## config.mk

```make
export PLATFORM = sky130hd
export DESIGN_NAME = char_console
export DESIGN_NICKNAME = d
export VERILOG_FILES = /design/src/source/console_char_pkg.sv /design/src/source/console_bus_pkg.sv /design/src/source/char_console.sv /design/src/source/char_memory.sv /design/src/source/frame_scanner.sv /design/src/source/mem_arbiter.sv /design/src/source/text_editor.sv
export VERILOG_INCLUDE_DIRS = /design/src /design/src/include
export SDC_FILE = /design/constraint.sdc
export NUM_CORES = 1
export LEC_CHECK = 0
export CAP_MARGIN = 25
export CORE_ASPECT_RATIO = 0.8
export CORE_MARGIN = 5
export CORE_UTILIZATION = 45
export CTS_BUF_LIST = sky130_fd_sc_hd__clkbuf_2
export CTS_CLUSTER_SIZE = 25
export DETAILED_ROUTE_END_ITERATION = 10
export DONT_BUFFER_PORTS = 1
export SLEW_MARGIN = 30
export SYNTH_ARGS = -nofsm -noshare
export SYNTH_HDL_FRONTEND = slang
export SYNTH_HIERARCHICAL = 1
export SYNTH_SLANG_ARGS = --single-unit
```

## constraint.sdc

```tcl
create_clock -name clk -period 3.17 [get_ports clk]
set_input_delay 0.634 -clock clk [delete_from_list [all_inputs] [get_ports clk]]
set_output_delay 0.634 -clock clk [all_outputs]
set_load 0.02 [all_outputs]
```

## src/include/console_params.svh

```systemverilog
// Console geometry and memory sizes, shared by RTL and testbench
// CON_COLS and CON_BUF_ROWS must be powers of two
// CON_MEM_CELLS must equal CON_COLS * CON_BUF_ROWS
// CON_ROWS must be less than CON_BUF_ROWS
`ifndef CONSOLE_PARAMS_SVH
`define CONSOLE_PARAMS_SVH

`define CON_COLS        8   // Columns per text row
`define CON_ROWS        3   // Visible text rows per frame
`define CON_BUF_ROWS    4   // Rows in the memory ring
`define CON_FONT_LINES  2   // Pixel lines per text row

`define CON_ADDR_W      5   // Character memory address bits
`define CON_CHAR_W      8   // Bits per character code
`define CON_MEM_CELLS   32  // Character memory depth

`endif

```

## src/source/console_char_pkg.sv

```systemverilog
// Character codes known to the console
// Only BS, CR and LF act as controls, other codes below 0x20 and DEL are dropped
// unless the alternate function input is high
`include "console_params.svh"

package console_char_pkg;

  typedef logic [`CON_CHAR_W-1:0] char_t;  // One character code

  // Control codes
  localparam char_t BS  = 8'h08;  // Backspace
  localparam char_t LF  = 8'h0A;  // Line feed
  localparam char_t CR  = 8'h0D;  // Carriage return
  localparam char_t BEL = 8'h07;  // Bell, ignored in normal mode

  // Printable range is FIRST_PRINT and up, DEL excluded
  localparam char_t FIRST_PRINT = 8'h20;
  localparam char_t DEL         = 8'h7F;

endpackage

```

## src/source/console_bus_pkg.sv

```systemverilog
// Memory-side types for the single character memory port
// A request holds until the cycle it is granted
// cell_addr assumes row-major layout, CON_COLS cells per ring row
`include "console_params.svh"

package console_bus_pkg;

  import console_char_pkg::char_t;

  typedef logic [`CON_ADDR_W-1:0]            addr_t;  // Memory cell address
  typedef logic [$clog2(`CON_COLS)-1:0]      col_t;   // Column in a text row
  typedef logic [$clog2(`CON_BUF_ROWS)-1:0]  row_t;   // Row in the memory ring

  // One memory access, 15 bits
  typedef struct packed {
    logic  valid;  // Request present
    logic  we;     // 1 write, 0 read
    addr_t addr;
    char_t data;   // Write data, unused on reads
  } mem_req_t;

  // Cell address of ring row and column
  function automatic addr_t cell_addr(row_t row, col_t col);
    return addr_t'(row * `CON_COLS + col);
  endfunction

endpackage

```

## src/source/char_console.sv

```systemverilog
// Console character buffer top level
// Writer and frame reader share one single-port memory, writer first
// Sizes come from the macro header, no parameters here
`timescale 1ns/100ps

module char_console (
  input  logic                     clk,
  input  logic                     rst,
  input  logic                     i_char_stb,
  input  console_char_pkg::char_t  i_char,
  input  logic                     i_alt_func_en,
  input  logic                     i_clear_screen_stb,
  output logic                     o_wr_char_rdy,
  input  logic                     i_read_frame_stb,
  input  logic                     i_char_req_en,
  output logic                     o_char_rdy,
  output console_char_pkg::char_t  o_char
);
  import console_char_pkg::*;
  import console_bus_pkg::*;

  mem_req_t wr_req;    // Writer to arbiter
  mem_req_t rd_req;    // Reader to arbiter
  mem_req_t mem_req;   // Granted request
  logic     wr_grant;
  logic     rd_grant;
  char_t    rdata;
  row_t     top_row;   // Frame start row from writer

  text_editor editor_i (
    .clk                (clk),
    .rst                (rst),
    .i_char_stb         (i_char_stb),
    .i_char             (i_char),
    .i_alt_func_en      (i_alt_func_en),
    .i_clear_screen_stb (i_clear_screen_stb),
    .o_wr_char_rdy      (o_wr_char_rdy),
    .o_mem_req          (wr_req),
    .i_grant            (wr_grant),
    .o_top_row          (top_row)
  );

  frame_scanner scanner_i (
    .clk              (clk),
    .rst              (rst),
    .i_read_frame_stb (i_read_frame_stb),
    .i_char_req_en    (i_char_req_en),
    .i_top_row        (top_row),
    .o_mem_req        (rd_req),
    .i_grant          (rd_grant),
    .i_rdata          (rdata),
    .o_char_rdy       (o_char_rdy),
    .o_char           (o_char)
  );

  mem_arbiter arb_i (
    .i_wr_req   (wr_req),
    .i_rd_req   (rd_req),
    .o_wr_grant (wr_grant),
    .o_rd_grant (rd_grant),
    .o_mem_req  (mem_req)
  );

  char_memory mem_i (
    .clk     (clk),
    .i_req   (mem_req),
    .o_rdata (rdata)
  );

endmodule

```

## src/source/char_memory.sv

```systemverilog
// Single-port character RAM
// Read data registered, valid the cycle after a granted read
// Holds the last read value until the next read; no reset on contents
`timescale 1ns/100ps
`include "console_params.svh"

module char_memory (
  input  logic                       clk,
  input  console_bus_pkg::mem_req_t  i_req,
  output console_char_pkg::char_t    o_rdata
);
  import console_char_pkg::*;

  char_t mem [`CON_MEM_CELLS];  // One cell per screen position in the ring

  always_ff @(posedge clk) begin
    if (i_req.valid) begin
      if (i_req.we) begin
        mem[i_req.addr] <= i_req.data;
      end else begin
        o_rdata <= mem[i_req.addr];  // Read latency of one cycle
      end
    end
  end

endmodule

```

## src/source/frame_scanner.sv

```systemverilog
// Reader side: streams one frame, CON_ROWS text rows from the top row,
// each row repeated once per font line, one character in flight at a time
// Top row sampled at frame start; a new strobe restarts the frame
// o_char_rdy pulses one cycle, the cycle after the read is granted
`timescale 1ns/100ps
`include "console_params.svh"

module frame_scanner (
  input  logic                       clk,
  input  logic                       rst,
  input  logic                       i_read_frame_stb,
  input  logic                       i_char_req_en,
  input  console_bus_pkg::row_t      i_top_row,
  output console_bus_pkg::mem_req_t  o_mem_req,
  input  logic                       i_grant,
  input  console_char_pkg::char_t    i_rdata,
  output logic                       o_char_rdy,
  output console_char_pkg::char_t    o_char
);
  import console_bus_pkg::*;

  typedef enum logic [1:0] {
    ST_IDLE,
    ST_FETCH,  // Read request out
    ST_WAIT    // Read data on i_rdata
  } state_t;

  state_t state;
  row_t   ring_row;  // Current ring row
  row_t   vis_cnt;   // Visible rows done
  logic [$clog2(`CON_FONT_LINES)-1:0] line_cnt;  // Font line in the row
  col_t   col;
  logic   armed;     // Request raised but not granted yet, hold it

  // Read request, held once raised even if i_char_req_en drops
  assign o_mem_req = '{valid: (state == ST_FETCH) && (i_char_req_en || armed),
                       we: 1'b0, addr: cell_addr(ring_row, col), data: '0};

  assign o_char_rdy = (state == ST_WAIT);
  assign o_char     = i_rdata;

  always_ff @(posedge clk) begin
    if (rst) begin
      state    <= ST_IDLE;
      armed    <= 1'b0;
      ring_row <= '0;
      vis_cnt  <= '0;
      line_cnt <= '0;
      col      <= '0;
    end else if (i_read_frame_stb) begin
      state    <= ST_FETCH;  // Start or restart
      armed    <= 1'b0;
      ring_row <= i_top_row;
      vis_cnt  <= '0;
      line_cnt <= '0;
      col      <= '0;
    end else begin
      case (state)
        ST_FETCH: begin
          armed <= o_mem_req.valid && !i_grant;  // Lost to the writer
          if (i_grant) state <= ST_WAIT;
        end

        ST_WAIT: begin
          state <= ST_FETCH;
          if (col != col_t'(`CON_COLS - 1)) begin
            col <= col + 1'b1;
          end else begin
            col <= '0;
            if (line_cnt != (`CON_FONT_LINES - 1)) begin
              line_cnt <= line_cnt + 1'b1;  // Same row again
            end else begin
              line_cnt <= '0;
              ring_row <= row_t'((ring_row + 1) % `CON_BUF_ROWS);
              if (vis_cnt == row_t'(`CON_ROWS - 1)) begin
                state <= ST_IDLE;  // Frame complete
              end else begin
                vis_cnt <= vis_cnt + 1'b1;
              end
            end
          end
        end

        default: state <= ST_IDLE;  // Wait for frame strobe
      endcase
    end
  end

endmodule

```

## src/source/mem_arbiter.sv

```systemverilog
// Fixed-priority arbiter for the character memory port
// Writer always wins, reader only gets idle cycles
// Purely combinational, grant and forwarded request in the same cycle
`timescale 1ns/100ps

module mem_arbiter (
  input  console_bus_pkg::mem_req_t  i_wr_req,
  input  console_bus_pkg::mem_req_t  i_rd_req,
  output logic                       o_wr_grant,
  output logic                       o_rd_grant,
  output console_bus_pkg::mem_req_t  o_mem_req
);

  // Writer first
  assign o_wr_grant = i_wr_req.valid;

  // Reader only when writer is quiet
  assign o_rd_grant = i_rd_req.valid && !i_wr_req.valid;

  // Mux the winner onto the port, an invalid reader request passes as no-op
  always_comb begin
    if (i_wr_req.valid) begin
      o_mem_req = i_wr_req;
    end else begin
      o_mem_req = i_rd_req;
    end
  end

endmodule

```

## src/source/text_editor.sv

```systemverilog
// Writer side of the console: decodes characters, moves the cursor,
// erases rows and clears the memory
// A new row is always erased before use; frame top follows the cursor
// Reset starts a full clear, o_wr_char_rdy stays low until it ends
`timescale 1ns/100ps
`include "console_params.svh"

module text_editor (
  input  logic                       clk,
  input  logic                       rst,
  input  logic                       i_char_stb,
  input  console_char_pkg::char_t    i_char,
  input  logic                       i_alt_func_en,
  input  logic                       i_clear_screen_stb,
  output logic                       o_wr_char_rdy,
  output console_bus_pkg::mem_req_t  o_mem_req,
  input  logic                       i_grant,
  output console_bus_pkg::row_t      o_top_row
);
  import console_char_pkg::*;
  import console_bus_pkg::*;

  typedef enum logic [2:0] {
    ST_IDLE,
    ST_WRITE,   // Printable char in flight
    ST_ERASE,   // Blanking the new cursor row
    ST_BKSP,    // Single write, or none, then back to idle
    ST_CLEAR    // Whole memory to zero
  } state_t;

  state_t   state;
  col_t     cur_col;     // Cursor column
  row_t     cur_row;     // Cursor ring row
  row_t     adv_cnt;     // Row advances since clear, saturates
  col_t     er_col;      // Erase progress in the row
  logic     clear_pend;  // Clear strobe seen, not yet run
  mem_req_t req;

  row_t     next_row;
  row_t     next_adv;
  mem_req_t adv_req;     // First erase write of the next row
  logic     is_print;
  logic     is_bs;
  logic     is_nl;
  logic     req_done;

  // Character decode
  assign is_bs    = (i_char == BS);
  assign is_nl    = (i_char == CR) || (i_char == LF);
  assign is_print = i_alt_func_en || ((i_char >= FIRST_PRINT) && (i_char != DEL));

  assign next_row = row_t'((cur_row + 1) % `CON_BUF_ROWS);  // Ring wrap
  assign next_adv = (adv_cnt == row_t'(`CON_ROWS - 1)) ? adv_cnt : adv_cnt + 1'b1;
  assign adv_req  = '{valid: 1'b1, we: 1'b1, addr: cell_addr(next_row, '0), data: '0};
  assign req_done = !req.valid || i_grant;  // No request counts as done

  // Frame ends at cursor row
  assign o_top_row = row_t'((cur_row + `CON_BUF_ROWS - adv_cnt) % `CON_BUF_ROWS);

  assign o_wr_char_rdy = (state == ST_IDLE) && !clear_pend;
  assign o_mem_req     = req;

  always_ff @(posedge clk) begin
    if (rst) begin
      state      <= ST_CLEAR;  // Clear after reset
      req        <= '{valid: 1'b1, we: 1'b1, addr: '0, data: '0};
      cur_col    <= '0;
      cur_row    <= '0;
      adv_cnt    <= '0;
      er_col     <= '0;
      clear_pend <= 1'b0;
    end else begin
      case (state)
        ST_IDLE: begin
          if (clear_pend) begin
            clear_pend <= 1'b0;
            cur_col    <= '0;
            cur_row    <= '0;
            adv_cnt    <= '0;
            req        <= '{valid: 1'b1, we: 1'b1, addr: '0, data: '0};
            state      <= ST_CLEAR;
          end else if (i_char_stb) begin
            if (is_print) begin
              req   <= '{valid: 1'b1, we: 1'b1, addr: cell_addr(cur_row, cur_col),
                         data: i_char};
              state <= ST_WRITE;
            end else if (is_bs && (cur_col != '0)) begin
              // Step back and blank that cell
              cur_col <= cur_col - 1'b1;
              req     <= '{valid: 1'b1, we: 1'b1,
                           addr: cell_addr(cur_row, cur_col - 1'b1), data: '0};
              state   <= ST_BKSP;
            end else if (is_nl) begin
              cur_row <= next_row;  // CR and LF alike
              cur_col <= '0;
              adv_cnt <= next_adv;
              req     <= adv_req;
              state   <= ST_ERASE;
            end else begin
              state <= ST_BKSP;  // Ignored code or BS at column 0, no write
            end
          end
        end

        ST_WRITE: begin
          if (i_grant) begin
            if (cur_col == col_t'(`CON_COLS - 1)) begin
              // Wrap, next row gets erased right away
              cur_row <= next_row;
              cur_col <= '0;
              adv_cnt <= next_adv;
              req     <= adv_req;
              state   <= ST_ERASE;
            end else begin
              cur_col   <= cur_col + 1'b1;
              req.valid <= 1'b0;
              state     <= ST_IDLE;
            end
          end
        end

        ST_ERASE: begin
          if (i_grant) begin
            er_col <= er_col + 1'b1;  // Rolls back to 0 after last column
            if (er_col == col_t'(`CON_COLS - 1)) begin
              req.valid <= 1'b0;
              state     <= ST_IDLE;
            end else begin
              req.addr <= req.addr + 1'b1;
            end
          end
        end

        ST_BKSP: begin
          if (req_done) begin
            req.valid <= 1'b0;
            state     <= ST_IDLE;
          end
        end

        ST_CLEAR: begin
          if (i_grant) begin
            if (req.addr == addr_t'(`CON_MEM_CELLS - 1)) begin
              req.valid <= 1'b0;
              state     <= ST_IDLE;
            end else begin
              req.addr <= req.addr + 1'b1;
            end
          end
        end

        default: state <= ST_IDLE;
      endcase

      if (i_clear_screen_stb) clear_pend <= 1'b1;  // Remembered in any state
    end
  end

endmodule

```

==> results.ini, run 1 <==
[sta]
tightest_slew_ns = 0.9931
finalHoldViolations = 0
min_period_ns = 2.908
slew_violations = 0
rsz0062_at_grt = false
finalClockSkew_ns = 0.08106
hold_slack_ns = 0.1433
slew_headroom_pct = 33.65
post-route-period-util_pct = 91.74
max_freq_mhz = 343.9
fin_setup_tns_ns = 0
finalSetupViolations = 0

[die]
io_pins = 25
fp.coreArea_um2 = 28490
initial_core_util_pct = 45.87
die_h_um = 162.4
row_count = 55
fp.dieArea_um2 = 32570
die_w_um = 200.5

[yosys]
synth_edf_count = 264
syn_area_per_cell_um2 = 14.46
yosys_register_bits = 303
synthCells = 904
netlist_area_um2 = 13070
yosys_warnings = 6
async_flop_share_pct = 0
synth_ff_type = edfxtp_1
ys_seq_area_share_pct = 66.63
netlist-cell-type-count = 70

[placed_design]
place.gp.congestion = 0.8490
io_buffers = 0
post-dp-hpwl_um = 19170

[setup_path]
worstSetupStartpointType = flip-flop
endpoint_kind = output pin
crit_chain = or2_1 > nor3_2
critPathMaxFanout = 21
critical_path_class = reg2out
cp-startpoint = editor_i/state[0]
critPathSlowestCell = dfxtp_1
max_stage_delay_ns = 0.52
cp_data_required_time_ns = 2.54
worstPathArrival_ns = 2.27
reg2reg_from = editor_i/o_mem_req[14]

[final_layout]
final_cell_mix = edfxtp_1 (264), mux2i_1 (137), clkbuf_2 (107)
num-fill-cells = 2520
final_common_cell = edfxtp_1
layout.nets = 1004
syn_to_final_growth_pct = 9.086
drive_above_1_share_pct = 17.58

[route]
ant_nets = 0
wl_um = 30210
drt-wirelength-per-cell_um = 21.65
viasPerCell = 5.605
drt_iter0_drc = 657
via_count = 7819
post-route-drc-count = 0
drtPass1Iterations = 5

[global_routing]
grt_pass1_wl_um = 46070
grt_antenna_before_repair = 1
grt_use_met3_pct = 5.057
globalRouteOverflowTotal = 0
grt_usage_pct = 18.43
grt_max_degree = 42
met2_usage_pct = 27.16
grt_pass1_vias = 7737
grt_busiest_layer = met2
grt_use_met1_pct = 26.78

[run]
maxCapViolations = 0

[clock_network]
cts-root-buf = clkbuf_2
cts_tree = done
cts_sinks = 303
max-clock-path-buffers = 3
h-tree-depth = 3
cts_made_buffers = 76
cts.reportedPaths.clkPinSlew_ns = 0.09
clock_latency_ns = 0.87

[power_and_ir_drop]
leakage_nw = 4.889
ir_worst_vdd_uv = 367.3
p_per_area_nw_per_um2 = 699.2

[min_path]
min_path_type = in2reg
hp-start = i_char_req_en

[status]
status = finished clean

-- metrics by stage --
| stage | util, % | setup slack, ns | power, mW | std cells | cell area, um2 |
|---|---|---|---|---|---|
| 2_1_floorplan | - | 0.5058 | 6.835 | 912 | 13100 |
| 3_3_place_gp | 47.15 | 0.4377 | 7.406 | 1253 | 13430 |
| 3_5_place_dp | 47.15 | 0.4372 | 7.410 | 1253 | 13430 |
| 4_1_cts | 50.03 | 0.1187 | 10.09 | 1394 | 14250 |
| 5_1_grt | 50.04 | 0.05096 | 10.50 | 1395 | 14260 |
| 6_report | 50.04 | 0.2620 | 9.967 | 1395 | 14260 |
-- synth_stat cells, types with 4 or more instances --
cell | count | share of area [%]
nand4bb_1 | 5 | 0.43
dfxtp_1 | 39 | 6.0
ha_1 | 16 | 1.5
mux2_2 | 6 | 0.52
nor2_1 | 59 | 1.7
a21oi_1 | 21 | 0.80
nor2b_1 | 4 | 0.19
nor4_1 | 19 | 0.91
a211o_1 | 5 | 0.34
nand4b_1 | 5 | 0.34
edfxtp_1 | 264 | 61
nand3_1 | 16 | 0.61
a211oi_1 | 6 | 0.34
nand2_1 | 33 | 0.95
nand4_1 | 5 | 0.24
buf_4 | 23 | 1.3
o21ai_0 | 11 | 0.42
inv_1 | 16 | 0.46
or3_1 | 4 | 0.19
or2_1 | 4 | 0.19
mux2i_1 | 137 | 10
xnor2_1 | 5 | 0.34
nand2b_1 | 8 | 0.38
nor3_1 | 8 | 0.31
mux2_4 | 8 | 0.92
buf_2 | 22 | 0.84
o22ai_1 | 65 | 3.1
clkbuf_1 | 12 | 0.34
buf_6 | 8 | 0.69
o21ai_1 | 8 | 0.31
o31ai_1 | 5 | 0.29
-- metal layers --
layer | part of all wire (%) | up-vias
met5 | 0 | -
met4 | 1.9 | 0
met3 | 7.4 | 54
met2 | 44 | 257
met1 | 47 | 3848
li1 | - | 3660
-- final timing paths --
check / cells past startpoint / endpoint / slack (ns)
max: 2 / o_wr_char_rdy / 0.26
min: 3 / scanner_i/armed / 0.14
max reg2reg: 6 / mem_i/o_rdata[4] / 0.34
min reg2reg: 2 / editor_i/o_mem_req[3] / 0.45
-- critical path, delay by kind of cell (launching register included) --
family	cells	cell delay [ns]
and+or+nand+nor	2	0.92
DFF	1	0.52
-- area by class of cell --
class	instances	area (um2)	area share (%)
diodes	1	2.502	0.01755
clock buffers	107	535.5	3.756
clock inverters	22	165.2	1.158
inverters	16	60.06	0.4213
multi-input cells	525	3896	27.33
flip-flops and latches	303	8708	61.08
well taps	370	462.9	3.247
repair buffers	51	425.4	2.984
-- power breakdown --
group          internal, mW  switching [mW]  total, mW
Sequential             4.70           0.202       4.90
Combinational         0.928            1.50       2.43
Clock                  1.14            1.49       2.64
Total                  6.77            3.20       9.97
-- cell families after synthesis --
| logic type | after synthesis | share of synthesized area, % |
|---|---|---|
| XOR/XNOR | 7 | 0.4691 |
| multiplexers | 151 | 11.93 |
| adder cells (fa/ha/maj) | 16 | 1.532 |
| flip-flops | 303 | 66.63 |
| AND/OR/NAND/NOR | 195 | 8.157 |
| AO/OA/AOI/OAI | 146 | 7.353 |
| other | 2 | 0.05747 |
| buffers and inverters | 84 | 3.868 |
-- flip-flops by register name, summed over array words and instances (netlist names), 3 cells and up --
| signal | cells |
|---|---|
| editor_i/cur_col | 3 |
| editor_i/er_col | 3 |
| editor_i/o_mem_req | 14 |
| editor_i/state | 3 |
| mem_i/mem | 256 |
| mem_i/o_rdata | 8 |
| scanner_i/col | 3 |
-- timing repair --
action | in CTS | in global routing
hold endpoints to repair | 29 | 0
setup buffers | 0 | 0
hold buffers | 12 | 0
resized for setup | 0 | 0
No activity file was read; power rests on OpenSTA's default activity.
==> inputs of run 2 (changes only) <==
- CTS_BUF_LIST: sky130_fd_sc_hd__clkbuf_2 -> sky130_fd_sc_hd__clkbuf_16
==> run 2 against run 1 <==
Cell area rose by 0.90%; sequential power hardly changed; first-iteration DRC count up 3.0%; register-to-register slack about the same; utilization up 0.45 points; sequential share of layout area down 0.55 points; non-clock buffer count shrank 12; worst hold slack worse by 0.0057 ns; critical endpoint is now mem_i/o_rdata[4]; die area unchanged.
==> results.ini, run 2 (synthesis results as in run 1) <==
[status]
status = finished clean

[final_layout]
final-instance-count-excl-fill = 1305  ; -6.5%
drive_above_1_share_pct = 11.76  ; -5.8 points
final_cell_mix = edfxtp_1 (264), mux2i_1 (137), o22ai_1 (65)
final_common_cell = edfxtp_1
top_register = mem_i/mem
syn_to_final_growth_pct = 10.07
layout.nets = 947  ; -5.7%
num-fill-cells = 2433  ; -3.5%
final_area_um2 = 14390  ; +0.90%
largest_reg_flops = 256  ; unchanged
antenna_cells = 0  ; -1

[sta]
post-route-period-util_pct = 88.91  ; -2.8 points
tightest_slew_ns = 1.012  ; +0.01839 ns
finalClockSkew_ns = 0.03150  ; -0.04956 ns
fin_setup_tns_ns = 0  ; unchanged
setup_slack_ns = 0.3515  ; +0.08952 ns
slew_violations = 0  ; unchanged
slew_headroom_pct = 32.43  ; -1.2 points
rsz0062_at_grt = false
max_freq_mhz = 354.8  ; +3.2%
min_period_ns = 2.818  ; -0.08952 ns
finalHoldViolations = 0  ; unchanged
finalSetupViolations = 0  ; unchanged

[setup_path]
r2r_slack_ns = 0.35  ; about the same
critPathMaxFanout = 41  ; +95%
critPathSlowestCell = nor4_1
max_stage_delay_ns = 0.68  ; +0.16 ns
worstSetupStartpointType = flip-flop
crit_family = multiplexers
cp_data_required_time_ns = 3.46  ; +0.92 ns
cp_num_buf_inv = 1  ; +1
critical_path_class = reg2reg
crit_chain = mux2_8 > buf_12 > mux2i_1 > o22ai_1 > nor4_1 > nand2_1
worstPathArrival_ns = 3.11  ; +0.84 ns
endpoint_kind = flip-flop

[route]
viasPerCell = 5.785  ; +3.2%
wl_um = 29560  ; -2.1%
drt-wirelength-per-cell_um = 22.65  ; +4.6%
drtPass1Iterations = 5  ; unchanged
post-route-drc-count = 0  ; unchanged
via_count = 7549  ; -3.5%
ant_nets = 0  ; unchanged
drt_iter0_drc = 677  ; +3.0%

[power_and_ir_drop]
leakage_nw = 4.806  ; -1.7%
ir_worst_vdd_uv = 452.4  ; +23%
finalPower_mw = 10.79  ; +8.2%
p_per_area_nw_per_um2 = 750.0  ; +7.3%

[clock_network]
cts.reportedPaths.clkPinSlew_ns = 0.06  ; -0.03 ns
cts_resized = 0  ; unchanged
clock_latency_ns = 0.56  ; -0.31 ns
h-tree-depth = 1  ; -2
cts-root-buf = clkbuf_16
cts_hold_buf = 0  ; -12
max-clock-path-buffers = 3  ; unchanged
cts_tree = done
cts_made_buffers = 31  ; -59%
cts_sinks = 303  ; unchanged
cts_setup_buffers = 0  ; unchanged

[placed_design]
post-dp-hpwl_um = 19170  ; unchanged
place_area_um2 = 13430  ; unchanged
dp_slack_ns = 0.4372  ; unchanged
dp_cells = 1253  ; unchanged
io_buffers = 0  ; unchanged
place.gp.congestion = 0.8490  ; unchanged

[die]
die_h_um = 162.4  ; unchanged
row_count = 55  ; unchanged
io_pins = 25  ; unchanged
fp.dieArea_um2 = 32570  ; unchanged
fp.coreArea_um2 = 28490  ; unchanged
initial_core_util_pct = 45.87  ; unchanged
die_w_um = 200.5  ; unchanged

[min_path]
min_path_type = in2reg

[global_routing]
grt_pass1_wl_um = 44910  ; -2.5%
grt_antenna_before_repair = 0  ; -1
grt_pass1_vias = 7315  ; -5.5%
grt_max_degree = 42  ; unchanged
globalRouteOverflowTotal = 0  ; unchanged
grt_usage_pct = 17.79  ; -0.63 points

[run]
maxCapViolations = 0  ; unchanged

## run 2: worst paths after layout
kind,startpoint,to,depth (start not counted)
worst max register to register,editor_i/o_mem_req[14],mem_i/o_rdata[4],6
worst min-delay path,rst,editor_i/er_col[1],1
worst max-delay path,editor_i/o_mem_req[14],mem_i/o_rdata[4],6
worst min register to register,editor_i/o_mem_req[3],editor_i/o_mem_req[3],2
## run 2: worst reg2reg max path: cells and delay by family, from the launching register on
| kind | cells | cell delay [ns] |
|---|---|---|
| compound gates | 1 | 0.14 |
| mux | 2 | 0.90 |
| buf+inv | 1 | 0.37 |
| simple gates | 2 | 0.77 |
| flops | 1 | 0.36 |
## run 2: power breakdown
| part | internal [mW] | total (mW) | leakage [nW] | switching, mW |
|---|---|---|---|---|
| sequential | 4.71 | 4.91 | 2.77 | 0.203 |
| combinational | 0.918 | 2.41 | 1.55 | 1.49 |
| clock | 2.00 | 3.47 | 0.490 | 1.46 |
| total | 7.63 | 10.8 | 4.81 | 3.16 |
## run 2: stage by stage
stage	hold slack [ns]	utilization, %
6_report	0.1376	50.49
5_1_grt	0.1056	50.49
4_1_cts	0.1192	50.49
3_5_place_dp	0.4403	47.15
3_3_place_gp	0.4371	47.15
2_1_floorplan	0.4249	-
## run 2: final cells by class
type,count,area [um2],area share (%)
Clock buffer,31,775.7,5.393
Timing Repair Buffer,39,305.3,2.122
Sequential cell,303,8708,60.54
Tap cell,370,462.9,3.218
Inverter,16,60.06,0.4175
Clock inverter,21,176.4,1.226
Multi-Input combinational cell,525,3896,27.09
## run 2: metal layers
layer  GRT usage, %  vias up  wire length [um]
met1          26.76     3740             13850
met4          3.659        0               523
met3          3.783       43              2243
met5              0        -                 0
met2          26.91      263             12950
li1               -     3503                 -
